`config.mk`:
```
export PLATFORM = sky130hd
export DESIGN_NAME = pti_top
export DESIGN_NICKNAME = d
export VERILOG_FILES = /design/src/source/pti_pkg.sv /design/src/source/pti_rx_packer.sv /design/src/source/pti_tx_unpacker.sv /design/src/source/pti_port_sequencer.sv /design/src/source/pti_wb_slave.sv /design/src/source/pti_top.sv
export SDC_FILE = /design/constraint.sdc
export NUM_CORES = 1
export LEC_CHECK = 0
export ABC_AREA = 1
export BUFFER_PORTS_ARGS = -buffer_cell sky130_fd_sc_hd__clkbuf_2
export CORE_MARGIN = 3
export CORE_UTILIZATION = 60
export CTS_BUF_LIST = sky130_fd_sc_hd__clkbuf_8 sky130_fd_sc_hd__clkbuf_16
export DETAILED_ROUTE_END_ITERATION = 12
export GPL_TIMING_DRIVEN = 0
export PLACE_DENSITY = 0.75
export SLEW_MARGIN = 10
export SYNTH_ARGS = -nofsm -noshare
export SYNTH_HDL_FRONTEND = slang
export SYNTH_SLANG_ARGS = --single-unit
```
`constraint.sdc`:
```
create_clock -name wb_clk_i -period 10.2 [get_ports wb_clk_i]
set_clock_uncertainty 0.1 [all_clocks]
set_input_delay 2.04 -clock wb_clk_i [delete_from_list [all_inputs] [get_ports wb_clk_i]]
set_output_delay 2.04 -clock wb_clk_i [all_outputs]
set_load 0.05 [all_outputs]
```
`src/source/pti_pkg.sv`:
```
// Parallel port bridge definitions
`default_nettype none

package pti_pkg;

  // ========================================
  // queue depths and word geometry
  // ========================================

  // receive word queue depth
  localparam int rx_words = 4;
  // transmit word queue depth
  localparam int tx_words = 4;
  // bytes per 64-bit bus word
  localparam int word_bytes = 8;

  // pointer and lane index widths
  localparam int rx_ptr_w = $clog2(rx_words);
  localparam int tx_ptr_w = $clog2(tx_words);
  localparam int lane_w = $clog2(word_bytes);
  // word counts need one extra bit to hold the full value
  localparam int count_w = 3;

  // ========================================
  // state and register select encodings
  // ========================================

  // chip-side strobe sequencer
  typedef enum logic [2:0] {
    seq_idle,
    seq_oe_on,
    seq_rd_low,
    seq_capture,
    seq_wr_low
  } seq_state_e;

  // register select from bus address bits 4:3, value 3 reads as zero
  typedef enum logic [1:0] {
    reg_status = 2'd0,
    reg_count  = 2'd1,
    reg_data   = 2'd2
  } reg_sel_e;

  // ========================================
  // pin and bus bundles
  // ========================================

  // chip pins into the bridge
  typedef struct packed {
    logic       rxf_n;
    logic       txe_n;
    logic [7:0] dat;
  } ft_in_t;

  // chip pins out of the bridge
  typedef struct packed {
    logic       rd_n;
    logic       wr_n;
    logic       oe_n;
    logic       siwu_n;
    logic [7:0] dat;
  } ft_out_t;

  // wishbone request from the master
  typedef struct packed {
    logic        cyc;
    logic        stb;
    logic        we;
    logic        cs;
    logic [31:0] adr;
    logic [63:0] dat;
  } wb_req_t;

endpackage

`default_nettype wire

```
`src/source/pti_rx_packer.sv`:
```
// Receive byte packer
`timescale 1ns/1ps
`default_nettype none

module pti_rx_packer import pti_pkg::*; (
  input  logic                wb_clk_i,
  input  logic                rst_i,
  input  logic                push_i,
  input  logic [7:0]          byte_i,
  input  logic                pop_i,
  output logic [63:0]         head_o,
  output logic [count_w-1:0]  count_o,
  output logic                almost_full_o
);

  // ========================================
  // assembly of the word in progress
  // ========================================

  // next lane to fill, low byte first
  logic [lane_w-1:0]   byte_idx;
  // bytes gathered so far
  logic [63:0]         asm_word;
  // assembly word with the incoming byte merged in
  logic [63:0]         merged_word;

  // queue storage and bookkeeping
  logic [63:0]         mem [rx_words];
  logic [rx_ptr_w-1:0] wr_ptr;
  logic [rx_ptr_w-1:0] rd_ptr;
  logic [count_w-1:0]  count;

  logic                last_lane;
  logic                push_word;
  logic                pop_ok;

  always_comb begin
    merged_word = asm_word;
    merged_word[byte_idx*8 +: 8] = byte_i;
  end

  assign last_lane = (byte_idx == lane_w'(word_bytes - 1));
  // eighth byte completes a word, dropped only if the queue were full
  assign push_word = push_i && last_lane && (count != count_w'(rx_words));
  // pop on an empty queue is ignored
  assign pop_ok = pop_i && (count != '0);

  // assembly register holds payload only
  always_ff @(posedge wb_clk_i) begin
    if (push_i) begin
      asm_word <= merged_word;
    end
  end

  always_ff @(posedge wb_clk_i) begin
    if (rst_i) begin
      byte_idx <= '0;
    end else if (push_i) begin
      // lane index wraps after the eighth byte
      byte_idx <= last_lane ? '0 : byte_idx + 1'b1;
    end
  end

  // ========================================
  // circular word queue
  // ========================================

  always_ff @(posedge wb_clk_i) begin
    if (push_word) begin
      mem[wr_ptr] <= merged_word;
    end
  end

  always_ff @(posedge wb_clk_i) begin
    if (rst_i) begin
      wr_ptr <= '0;
      rd_ptr <= '0;
      count  <= '0;
    end else begin
      if (push_word) begin
        wr_ptr <= wr_ptr + 1'b1;
      end
      if (pop_ok) begin
        rd_ptr <= rd_ptr + 1'b1;
      end
      case ({push_word, pop_ok})
        2'b10:   count <= count + 1'b1;
        2'b01:   count <= count - 1'b1;
        default: count <= count;
      endcase
    end
  end

  // head word visible without delay
  assign head_o = mem[rd_ptr];
  assign count_o = count;
  // one slot kept spare so a word in flight always has room
  assign almost_full_o = (count >= count_w'(rx_words - 1));

endmodule

`default_nettype wire

```
`src/source/pti_tx_unpacker.sv`:
```
// Transmit word unpacker
`timescale 1ns/1ps
`default_nettype none

module pti_tx_unpacker import pti_pkg::*; (
  input  logic                wb_clk_i,
  input  logic                rst_i,
  input  logic                push_i,
  input  logic [63:0]         word_i,
  input  logic                pop_i,
  output logic [7:0]          byte_o,
  output logic                byte_valid_o,
  output logic [count_w-1:0]  count_o,
  output logic                almost_full_o
);

  // ========================================
  // word queue
  // ========================================

  logic [63:0]         mem [tx_words];
  logic [tx_ptr_w-1:0] wr_ptr;
  logic [tx_ptr_w-1:0] rd_ptr;
  logic [count_w-1:0]  count;

  // lane of the head word to send next
  logic [lane_w-1:0]   byte_idx;
  logic [63:0]         head_word;

  logic                push_ok;
  logic                pop_ok;
  logic                last_lane;
  logic                free_word;

  assign push_ok = push_i && (count != count_w'(tx_words));
  assign pop_ok = pop_i && byte_valid_o;
  assign last_lane = (byte_idx == lane_w'(word_bytes - 1));
  // the eighth byte out releases the head word
  assign free_word = pop_ok && last_lane;

  always_ff @(posedge wb_clk_i) begin
    if (push_ok) begin
      mem[wr_ptr] <= word_i;
    end
  end

  always_ff @(posedge wb_clk_i) begin
    if (rst_i) begin
      wr_ptr   <= '0;
      rd_ptr   <= '0;
      count    <= '0;
      byte_idx <= '0;
    end else begin
      if (push_ok) begin
        wr_ptr <= wr_ptr + 1'b1;
      end
      if (pop_ok) begin
        byte_idx <= last_lane ? '0 : byte_idx + 1'b1;
      end
      if (free_word) begin
        rd_ptr <= rd_ptr + 1'b1;
      end
      case ({push_ok, free_word})
        2'b10:   count <= count + 1'b1;
        2'b01:   count <= count - 1'b1;
        default: count <= count;
      endcase
    end
  end

  // ========================================
  // byte output
  // ========================================

  assign head_word = mem[rd_ptr];
  // low lane first
  assign byte_o = head_word[byte_idx*8 +: 8];
  assign byte_valid_o = (count != '0);

  assign count_o = count;
  // bus writes stall here
  assign almost_full_o = (count >= count_w'(tx_words - 1));

endmodule

`default_nettype wire

```
`src/source/pti_port_sequencer.sv`:
```
// Chip strobe sequencer
`timescale 1ns/1ps
`default_nettype none

module pti_port_sequencer import pti_pkg::*; (
  input  logic        wb_clk_i,
  input  logic        rst_i,
  input  ft_in_t      ft_i,
  output ft_out_t     ft_o,
  output logic        rx_push_o,
  output logic [7:0]  rx_byte_o,
  input  logic        rx_almost_full_i,
  input  logic [7:0]  tx_byte_i,
  input  logic        tx_byte_valid_i,
  output logic        tx_pop_o
);

  seq_state_e state;

  // registered strobes, all active low
  logic       rd_n_q;
  logic       wr_n_q;
  logic       oe_n_q;
  // byte driven to the chip
  logic [7:0] dat_q;

  logic       start_rd;
  logic       start_wr;

  // ========================================
  // transfer start decision
  // ========================================

  // receive wins when both sides are ready
  assign start_rd = (state == seq_idle) && !ft_i.rxf_n && !rx_almost_full_i;
  assign start_wr = (state == seq_idle) && !start_rd && !ft_i.txe_n && tx_byte_valid_i;

  // byte leaves the unpacker on the edge that lowers wr_n
  assign tx_pop_o = start_wr;

  // ========================================
  // state machine
  // ========================================

  always_ff @(posedge wb_clk_i) begin
    if (rst_i) begin
      state     <= seq_idle;
      rd_n_q    <= 1'b1;
      wr_n_q    <= 1'b1;
      oe_n_q    <= 1'b1;
      rx_push_o <= 1'b0;
    end else begin
      // single cycle pulses by default
      rd_n_q    <= 1'b1;
      wr_n_q    <= 1'b1;
      rx_push_o <= 1'b0;
      case (state)
        seq_idle: begin
          if (start_rd) begin
            // enable chip output drivers first
            oe_n_q <= 1'b0;
            state  <= seq_oe_on;
          end else if (start_wr) begin
            wr_n_q <= 1'b0;
            state  <= seq_wr_low;
          end
        end
        seq_oe_on: begin
          rd_n_q <= 1'b0;
          state  <= seq_rd_low;
        end
        seq_rd_low: begin
          // byte is sampled as rd_n rises
          rx_push_o <= 1'b1;
          state     <= seq_capture;
        end
        seq_capture: begin
          oe_n_q <= 1'b1;
          state  <= seq_idle;
        end
        seq_wr_low: begin
          state <= seq_idle;
        end
        default: begin
          oe_n_q <= 1'b1;
          state  <= seq_idle;
        end
      endcase
    end
  end

  // data registers carry payload only
  always_ff @(posedge wb_clk_i) begin
    if (state == seq_rd_low) begin
      rx_byte_o <= ft_i.dat;
    end
    if (start_wr) begin
      dat_q <= tx_byte_i;
    end
  end

  assign ft_o.rd_n = rd_n_q;
  assign ft_o.wr_n = wr_n_q;
  assign ft_o.oe_n = oe_n_q;
  // send-immediate is never used
  assign ft_o.siwu_n = 1'b1;
  assign ft_o.dat = dat_q;

endmodule

`default_nettype wire

```
`src/source/pti_wb_slave.sv`:
```
// Wishbone register slave
`timescale 1ns/1ps
`default_nettype none

module pti_wb_slave import pti_pkg::*; (
  input  logic                wb_clk_i,
  input  logic                rst_i,
  input  wb_req_t             wb_i,
  output logic                wb_ack_o,
  output logic [63:0]         wb_dat_o,
  output logic                tx_push_o,
  output logic [63:0]         tx_word_o,
  input  logic                tx_almost_full_i,
  input  logic [count_w-1:0]  tx_count_i,
  output logic                rx_pop_o,
  input  logic [63:0]         rx_head_i,
  input  logic [count_w-1:0]  rx_count_i,
  input  logic                rx_almost_full_i
);

  reg_sel_e    sel;
  logic        req;
  // set once the held request has acted
  logic        done;
  logic        ack_q;
  logic        accept_wr;
  logic        accept_rd;
  logic [63:0] rd_mux;

  // ========================================
  // request decode
  // ========================================

  assign req = wb_i.cs && wb_i.cyc && wb_i.stb;
  assign sel = reg_sel_e'(wb_i.adr[4:3]);

  // writes wait while the transmit queue is almost full
  assign accept_wr = req && wb_i.we && !done && !tx_almost_full_i;
  // reads never stall
  assign accept_rd = req && !wb_i.we && !done;

  assign tx_push_o = accept_wr;
  assign tx_word_o = wb_i.dat;
  // only a data read consumes a receive word
  assign rx_pop_o = accept_rd && (sel == reg_data);

  // read data select
  always_comb begin
    case (sel)
      reg_status: rd_mux = {53'd0, tx_count_i, 6'd0, tx_almost_full_i, rx_almost_full_i};
      reg_count:  rd_mux = {61'd0, rx_count_i};
      reg_data:   rd_mux = rx_head_i;
      default:    rd_mux = 64'd0;
    endcase
  end

  // ========================================
  // ack and read data registers
  // ========================================

  always_ff @(posedge wb_clk_i) begin
    if (rst_i) begin
      done  <= 1'b0;
      ack_q <= 1'b0;
    end else if (!req) begin
      // request ended, ready for the next one
      done  <= 1'b0;
      ack_q <= 1'b0;
    end else if (accept_wr || accept_rd) begin
      done  <= 1'b1;
      ack_q <= 1'b1;
    end
  end

  // head word is captured before the pop moves the pointer
  always_ff @(posedge wb_clk_i) begin
    if (accept_rd) begin
      wb_dat_o <= rd_mux;
    end
  end

  // ack drops as soon as stb or cyc goes away
  assign wb_ack_o = ack_q && req;

endmodule

`default_nettype wire

```
`src/source/pti_top.sv`:
```
// Parallel port bridge top
`timescale 1ns/1ps
`default_nettype none

module pti_top import pti_pkg::*; (
  input  logic         wb_clk_i,
  input  logic         rst_i,
  input  ft_in_t       ft_i,
  output ft_out_t      ft_o,
  input  wb_req_t      wb_i,
  output logic         wb_ack_o,
  output logic [63:0]  wb_dat_o
);

  // chip to bus path
  logic               rx_push;
  logic [7:0]         rx_byte;
  logic               rx_pop;
  logic [63:0]        rx_head;
  logic [count_w-1:0] rx_count;
  logic               rx_almost_full;

  // bus to chip path
  logic               tx_push;
  logic [63:0]        tx_word;
  logic               tx_pop;
  logic [7:0]         tx_byte;
  logic               tx_byte_valid;
  logic [count_w-1:0] tx_count;
  logic               tx_almost_full;

  // ========================================
  // chip side
  // ========================================

  pti_port_sequencer pti_port_sequencer_inst (
    .wb_clk_i         (wb_clk_i),
    .rst_i            (rst_i),
    .ft_i             (ft_i),
    .ft_o             (ft_o),
    .rx_push_o        (rx_push),
    .rx_byte_o        (rx_byte),
    .rx_almost_full_i (rx_almost_full),
    .tx_byte_i        (tx_byte),
    .tx_byte_valid_i  (tx_byte_valid),
    .tx_pop_o         (tx_pop)
  );

  // ========================================
  // word queues
  // ========================================

  pti_rx_packer pti_rx_packer_inst (
    .wb_clk_i      (wb_clk_i),
    .rst_i         (rst_i),
    .push_i        (rx_push),
    .byte_i        (rx_byte),
    .pop_i         (rx_pop),
    .head_o        (rx_head),
    .count_o       (rx_count),
    .almost_full_o (rx_almost_full)
  );

  pti_tx_unpacker pti_tx_unpacker_inst (
    .wb_clk_i      (wb_clk_i),
    .rst_i         (rst_i),
    .push_i        (tx_push),
    .word_i        (tx_word),
    .pop_i         (tx_pop),
    .byte_o        (tx_byte),
    .byte_valid_o  (tx_byte_valid),
    .count_o       (tx_count),
    .almost_full_o (tx_almost_full)
  );

  // ========================================
  // bus side
  // ========================================

  pti_wb_slave pti_wb_slave_inst (
    .wb_clk_i         (wb_clk_i),
    .rst_i            (rst_i),
    .wb_i             (wb_i),
    .wb_ack_o         (wb_ack_o),
    .wb_dat_o         (wb_dat_o),
    .tx_push_o        (tx_push),
    .tx_word_o        (tx_word),
    .tx_almost_full_i (tx_almost_full),
    .tx_count_i       (tx_count),
    .rx_pop_o         (rx_pop),
    .rx_head_i        (rx_head),
    .rx_count_i       (rx_count),
    .rx_almost_full_i (rx_almost_full)
  );

endmodule

`default_nettype wire

```
Word-level counts from Yosys, hierarchy flattened
Memories as Yosys holds them, arrays and structs flattened. A register that Yosys moved wholly into a read port is not among the register bits. Index checks and enable logic that the tools add are counted.

Register bits: 172. Bits of input ports: 112. Word-level logic and storage cells: 114. RAM bits: 512. Memories kept: 2.

Memory list: pti_rx_packer_inst.mem (depth 4, width 64, rd ports 1, clocked after Yosys merged registers in 1, wr ports 1, RTL line pti_rx_packer.sv:28) `logic [63:0] mem [rx_words];`; pti_tx_unpacker_inst.mem (depth 4, width 64, rd ports 1, clocked after Yosys merged registers in 1, wr ports 1, RTL line pti_tx_unpacker.sv:21) `logic [63:0] mem [tx_words];`.

Multiplexer cells: 22. Shifts and indexed selects: 3. $add $sub $neg: 11. Reduce and logical (&&, ||, !) cells: 38. Equality and inequality tests: 15. $lt $le $gt $ge: 2. Bitwise logic cells: 3.

Operators by type and width (number): $pmux W64 S3 (1); $bwmux W64 (1); $shift A8 B34 Y64 const A (1); $shiftx A64 B7 Y8 (1); $shiftx A8 B34 Y64 (1); $neg A6 Y34 (1); $logic_and A1 B1 Y1 (20); $add A3 B1 Y3 const B (4); $mux W3 (4); $pmux W3 S2 (2); $eq A3 B3 Y1 const B (3); $pmux W3 S3 (1); $add A2 B1 Y2 const B (4); $mux W1 (8); $mux W2 (4); $logic_not A1 Y1 (7); $eq A2 B1 Y1 const B (3); $eq A2 B2 Y1 const B (3); $ge A3 B2 Y1 const B (2); $ne A3 B3 Y1 const B (2); $reduce_bool A3 Y1 (2); $reduce_or A3 Y1 (2); $sub A3 B1 Y3 const B (2); $reduce_bool A2 Y1 (2); other kinds (11) (13).

Depth between registers and ports, before layout
Depth after elaboration: 11. Gate-level depth with buffers: 13. Depth with buffers taken out: 13.

Modules after synthesis
Synthesis repeated with hierarchy kept, for this count alone.

Cells, all modules: 2293. Area total of the unflattened synthesis: 28199.5 µm².

By module, submodules not included: pti_rx_packer (area an instance 13271.5 µm², instances 1, cells each 1023); pti_tx_unpacker (area an instance 11014.3 µm², instances 1, cells each 933); pti_wb_slave (area an instance 3135.5 µm², instances 1, cells each 283); pti_port_sequencer (area an instance 778.2 µm², instances 1, cells each 54).

Least setup slack after synthesis
No wires, ideal clock.

Kind: in2reg. From: in wb_i[97] (netlist bit). To: reg pti_rx_packer_inst.count[2], in the netlist pti_rx_packer_inst.count_o[2]. Buffers on the path: 0. Setup time: 122 ps. Slack: 1673 ps. Stages: 10. Data arrival time: 8304 ps. Path through: nor3_1 nand2_1 inv_1 ha_1 inv_1 fa_1 a21oi_1 o21ai_0 o21ai_0 a21oi_1.

Word-level cells in the longest chain between the ends: 7. Elaborated cells between the ends (all ways): 9. Classes of those cells: 2 x eq/ne; 1 x mux; 6 x reduce/logical.

Ends and longest elaborated chain: start: declaration (RTL line pti_top.sv:10) `input wb_req_t wb_i,`; $logic_not A1 Y1 * (RTL line pti_wb_slave.sv:40) `assign accept_rd = req && !wb_i.we && !done;`; $logic_and A1 B1 Y1 * (2 in series) (RTL line pti_wb_slave.sv:40); $logic_and A1 B1 Y1 * (RTL line pti_wb_slave.sv:45) `assign rx_pop_o = accept_rd && (sel == reg_data);`; $logic_and A1 B1 Y1 * (RTL line pti_rx_packer.sv:46) `assign pop_ok = pop_i && (count != '0);`; via pti_rx_packer_inst.pop_ok (RTL line pti_rx_packer.sv:35) `logic pop_ok;`; $eq A2 B1 Y1 / $eq A2 B2 Y1 (equally long branches) (RTL line pti_rx_packer.sv:86) `case ({push_word, pop_ok})`; $pmux W3 S2 / $reduce_bool A2 Y1 (equally long branches); end signal: assignment (RTL line pti_rx_packer.sv:87) `2'b10: count <= count + 1'b1;`; end signal: assignment (RTL line pti_rx_packer.sv:88) `2'b01: count <= count - 1'b1;`; end signal: assignment (RTL line pti_rx_packer.sv:89) `default: count <= count;`; end: declaration (RTL line pti_rx_packer.sv:31) `logic [count_w-1:0] count;`.

The timed path passes the listed nets; every way through them passes the cells marked *. A chain may end at the register's enable or synchronous reset.

Worst setup path in the final report
From: in wb_i[98] (netlist bit). To: out wb_ack_o.

Word-level cells in the longest chain between the ends: 2.

Ends and longest elaborated chain: $logic_and A1 B1 Y1 (RTL line pti_wb_slave.sv:34) `assign req = wb_i.cs && wb_i.cyc && wb_i.stb;`; $logic_and A1 B1 Y1 (RTL line pti_wb_slave.sv:83) `assign wb_ack_o = ack_q && req;`; end: declaration (RTL line pti_top.sv:11) `output logic wb_ack_o,`.

No other way between the ends.

==> impl_metrics.py <==
metrics = {
    "die": {
        "start_util": 0.610,
        "die_h_um": 218,
        "die_w_um": 218,
        "core-area_mm2": 0.0444,
        "boundaryPins": 189,
        "rows": 77,
        "die-area_mm2": 0.0477,
    },
    "setup_path": {
        "crit_start": "wb_i[98]",
        "required_ns": 8.06,
        "critPathCaptureType": "output port",
        "crit_fanout": 3,
        "worst-setup-path-type": "input port to output port",
        "rr_startpoint": "pti_rx_packer_inst.byte_idx[0]",
        "worstPathArrival_ns": 2.71,
        "r2r_setup_slack_ns": 6.62,
        "start_kind": "input port",
    },
    "run_status": {
        "status": "finished, final reports clean",
    },
    "cts": {
        "cts_buffers": 68,
        "holdBufCountCts": 0,
        "numClockSinks": 688,
        "cts_root_buffer": "clkbuf_16",
        "insertion_delay_ns": 0.60,
        "h-tree-depth": 3,
        "clk_pin_slew_ns": 0.06,
        "clk_path_buf_depth": 3,
        "cts_resized": 0,
        "cts_tree": "done",
        "postCtsSetupRepairBufs": 0,
    },
    "finish": {
        "fill_cells": 2891,
        "drive_above_1_share": 0.168,
        "layout_common_cells": "edfxtp_1, nand2_1, nor2_1",
        "final_common_cell": "edfxtp_1",
        "areaGrowthSynthToFinish_pct": 15.1,
        "postLayoutCoreUtil": 0.702,
        "seqCellArea_mm2": 0.0203,
        "final_nets": 2512,
        "multi_input_comb_area_mm2": 0.00605,
    },
    "routing": {
        "routed_via_density": 5.79,
        "drtAntennaViolNets": 0,
        "via_count": 17499,
        "wl_um": 63400,
        "routedWlPerCell_um": 21.0,
        "drt-initial-drc-count": 1896,
        "firstDrtPassIters": 6,
        "drc": 0,
    },
    "logic_synthesis": {
        "ys_types": 33,
        "ys_seq_area_frac": 0.751,
        "avgSynthCellArea_um2": 12.7,
        "synthesis.area_mm2": 0.0271,
        "syn_inst": 2130,
        "ys_ff_latch": 688,
        "synth_nets": 2263,
        "ys_warn_count": 0,
    },
    "timing": {
        "setup_viol": 0,
        "fin_setup_tns_ns": 0,
        "period_minus_slack_ns": 4.85,
        "slew_headroom": 0.415,
        "rsz0062_at_grt": "false",
        "fin_crit_sh": 0.475,
        "worst_slew_pin_slew_ns": 0.876,
        "hold_viol_final": 0,
        "drv_slew": 0,
        "max_freq_mhz": 206,
    },
    "run": {
        "cap_violations": 0,
    },
    "global_routing": {
        "grt_antenna_before_repair": 6,
        "grt_pass1_wl_um": 95900,
        "groute.usage.overall": 0.266,
        "grt_max_degree": 66,
        "grt_remaining_overflow": 0,
        "grt_pass1_vias": 16797,
    },
    "power": {
        "p_leak_nw": 11.4,
        "p_per_area_mw_per_mm2": 182,
        "p_total_mw": 5.67,
        "ir_drop_uv": 168,
    },
    "hold_path": {
        "hold_path_class": "flip-flop to flip-flop",
        "min_from": "pti_tx_unpacker_inst.rd_ptr[0]",
    },
    "placed_design": {
        "io_buffers": 156,
        "globalplace.congestion": 0.890,
        "hpwlAfterDp_um": 41300,
    },
}
[final timing paths]
| path | end | depth (start not counted) |
|---|---|---|
| worst max-delay path | wb_ack_o | 4 |
| worst min-delay path | flip-flop | 2 |
| worst max register to register | pti_rx_packer_inst.asm_word[4] | 8 |
| worst min register to register | flip-flop | 2 |
[per-stage QoR]
step | cells | hold slack (ns) | cell area [um^2] | setup slack, ns
floorplan | 2130 | 0.348 | 27100 | 1.67
global placement | 2878 | 0.364 | 28600 | -0.862
detailed placement | 2901 | 0.386 | 29100 | 5.31
CTS | 3020 | 0.390 | 31200 | 5.31
global route | 3020 | 0.436 | 31200 | 5.25
finish | 3022 | 0.401 | 31200 | 5.35
[registers in the layout, indices dropped and copies added (netlist names), named ones only]
name	flops
pti_port_sequencer_inst.rd_n_q	1
pti_port_sequencer_inst.oe_n_q	1
pti_rx_packer_inst.mem	256
pti_port_sequencer_inst.state	3
pti_tx_unpacker_inst.mem	256
pti_rx_packer_inst.byte_idx	3
pti_rx_packer_inst.count_o	3
pti_tx_unpacker_inst.rd_ptr	2
pti_tx_unpacker_inst.byte_idx	3
pti_rx_packer_inst.wr_ptr	2
pti_port_sequencer_inst.wr_n_q	1
pti_tx_unpacker_inst.wr_ptr	2
pti_rx_packer_inst.asm_word	64
pti_port_sequencer_inst.dat_q	8
pti_tx_unpacker_inst.count_o	3
pti_wb_slave_inst.wb_dat_o	64
pti_wb_slave_inst.done	1
pti_port_sequencer_inst.rx_byte_o	8
pti_port_sequencer_inst.rx_push_o	1
pti_rx_packer_inst.rd_ptr	2
[synthesized netlist by cell type]
library cell  count  area (um^2)
a32o_1            3         30.0
buf_1            15         56.3
a21oi_1          79          395
inv_2             4         15.0
conb_1            1         3.75
xor2_1            3         26.3
nor3_1           20          100
buf_6             1         11.3
nand4_4           1         21.3
o21ai_1           1         5.00
clkbuf_1         30          113
nand4_1           1         6.26
inv_4             1         6.26
buf_4             6         45.0
o21ai_0         143          716
ha_1             19          238
nand3_2           1         10.0
inv_1            59          221
edfxtp_1        656        19700
a211oi_1          1         7.51
nand2_1         444         1670
nor2_1          274         1030
nor3_2            1         10.0
nand3_1         214         1070
buf_2            58          290
o22ai_1           2         12.5
nor2_2            7         43.8
fa_1              2         40.0
dfxtp_1          32          641
o21ai_2           8         70.1
o21bai_1          2         15.0
nand3_4           1         17.5
mux2_2           40          450
[power by group]
part	switching (mW)	internal (mW)
Combinational	0.135	0.0456
Sequential	0.00894	3.12
Clock	1.01	1.35
Total	1.16	4.52
[cell type report]
class	instances	share of cell area
antenna	2	0.000161
buffer	110	0.0165
sequential	688	0.653
clock buffer	69	0.0550
inverter	64	0.00779
tap	592	0.0238
clock inverter	50	0.0118
multi-input combinational	1268	0.194
timing repair buffer	179	0.0383
[worst max-delay path, stage by stage]
cell	delay (ns)
clkbuf_2	0.07
nand3_1	0.14
nor2_1	0.15
clkbuf_2	0.30
[logic make-up (layout without fill, tap and decap cells)]
family / Yosys count / after routing / share of synthesized area
compound gates: 239 / 239 / 0.0462
mux: 40 / 40 / 0.0166
other cells: 1 / 3 / 0.000138
simple gates: 964 / 964 / 0.147
flops: 688 / 688 / 0.751
fa+ha+maj: 21 / 21 / 0.0103
buf+inv: 174 / 472 / 0.0280
xor+xnor: 3 / 3 / 0.000970
[per-layer routing]
| metal | up-vias | track usage | wire length [um] |
|---|---|---|---|
| met3 | 145 | 0.0542 | 5710 |
| li1 | 8019 | - | - |
| met4 | 8 | 0.0915 | 1880 |
| met2 | 850 | 0.428 | 30700 |
| met5 | - | 0 | 60 |
| met1 | 8477 | 0.367 | 25100 |
Power figures use the tool's default switching activity.
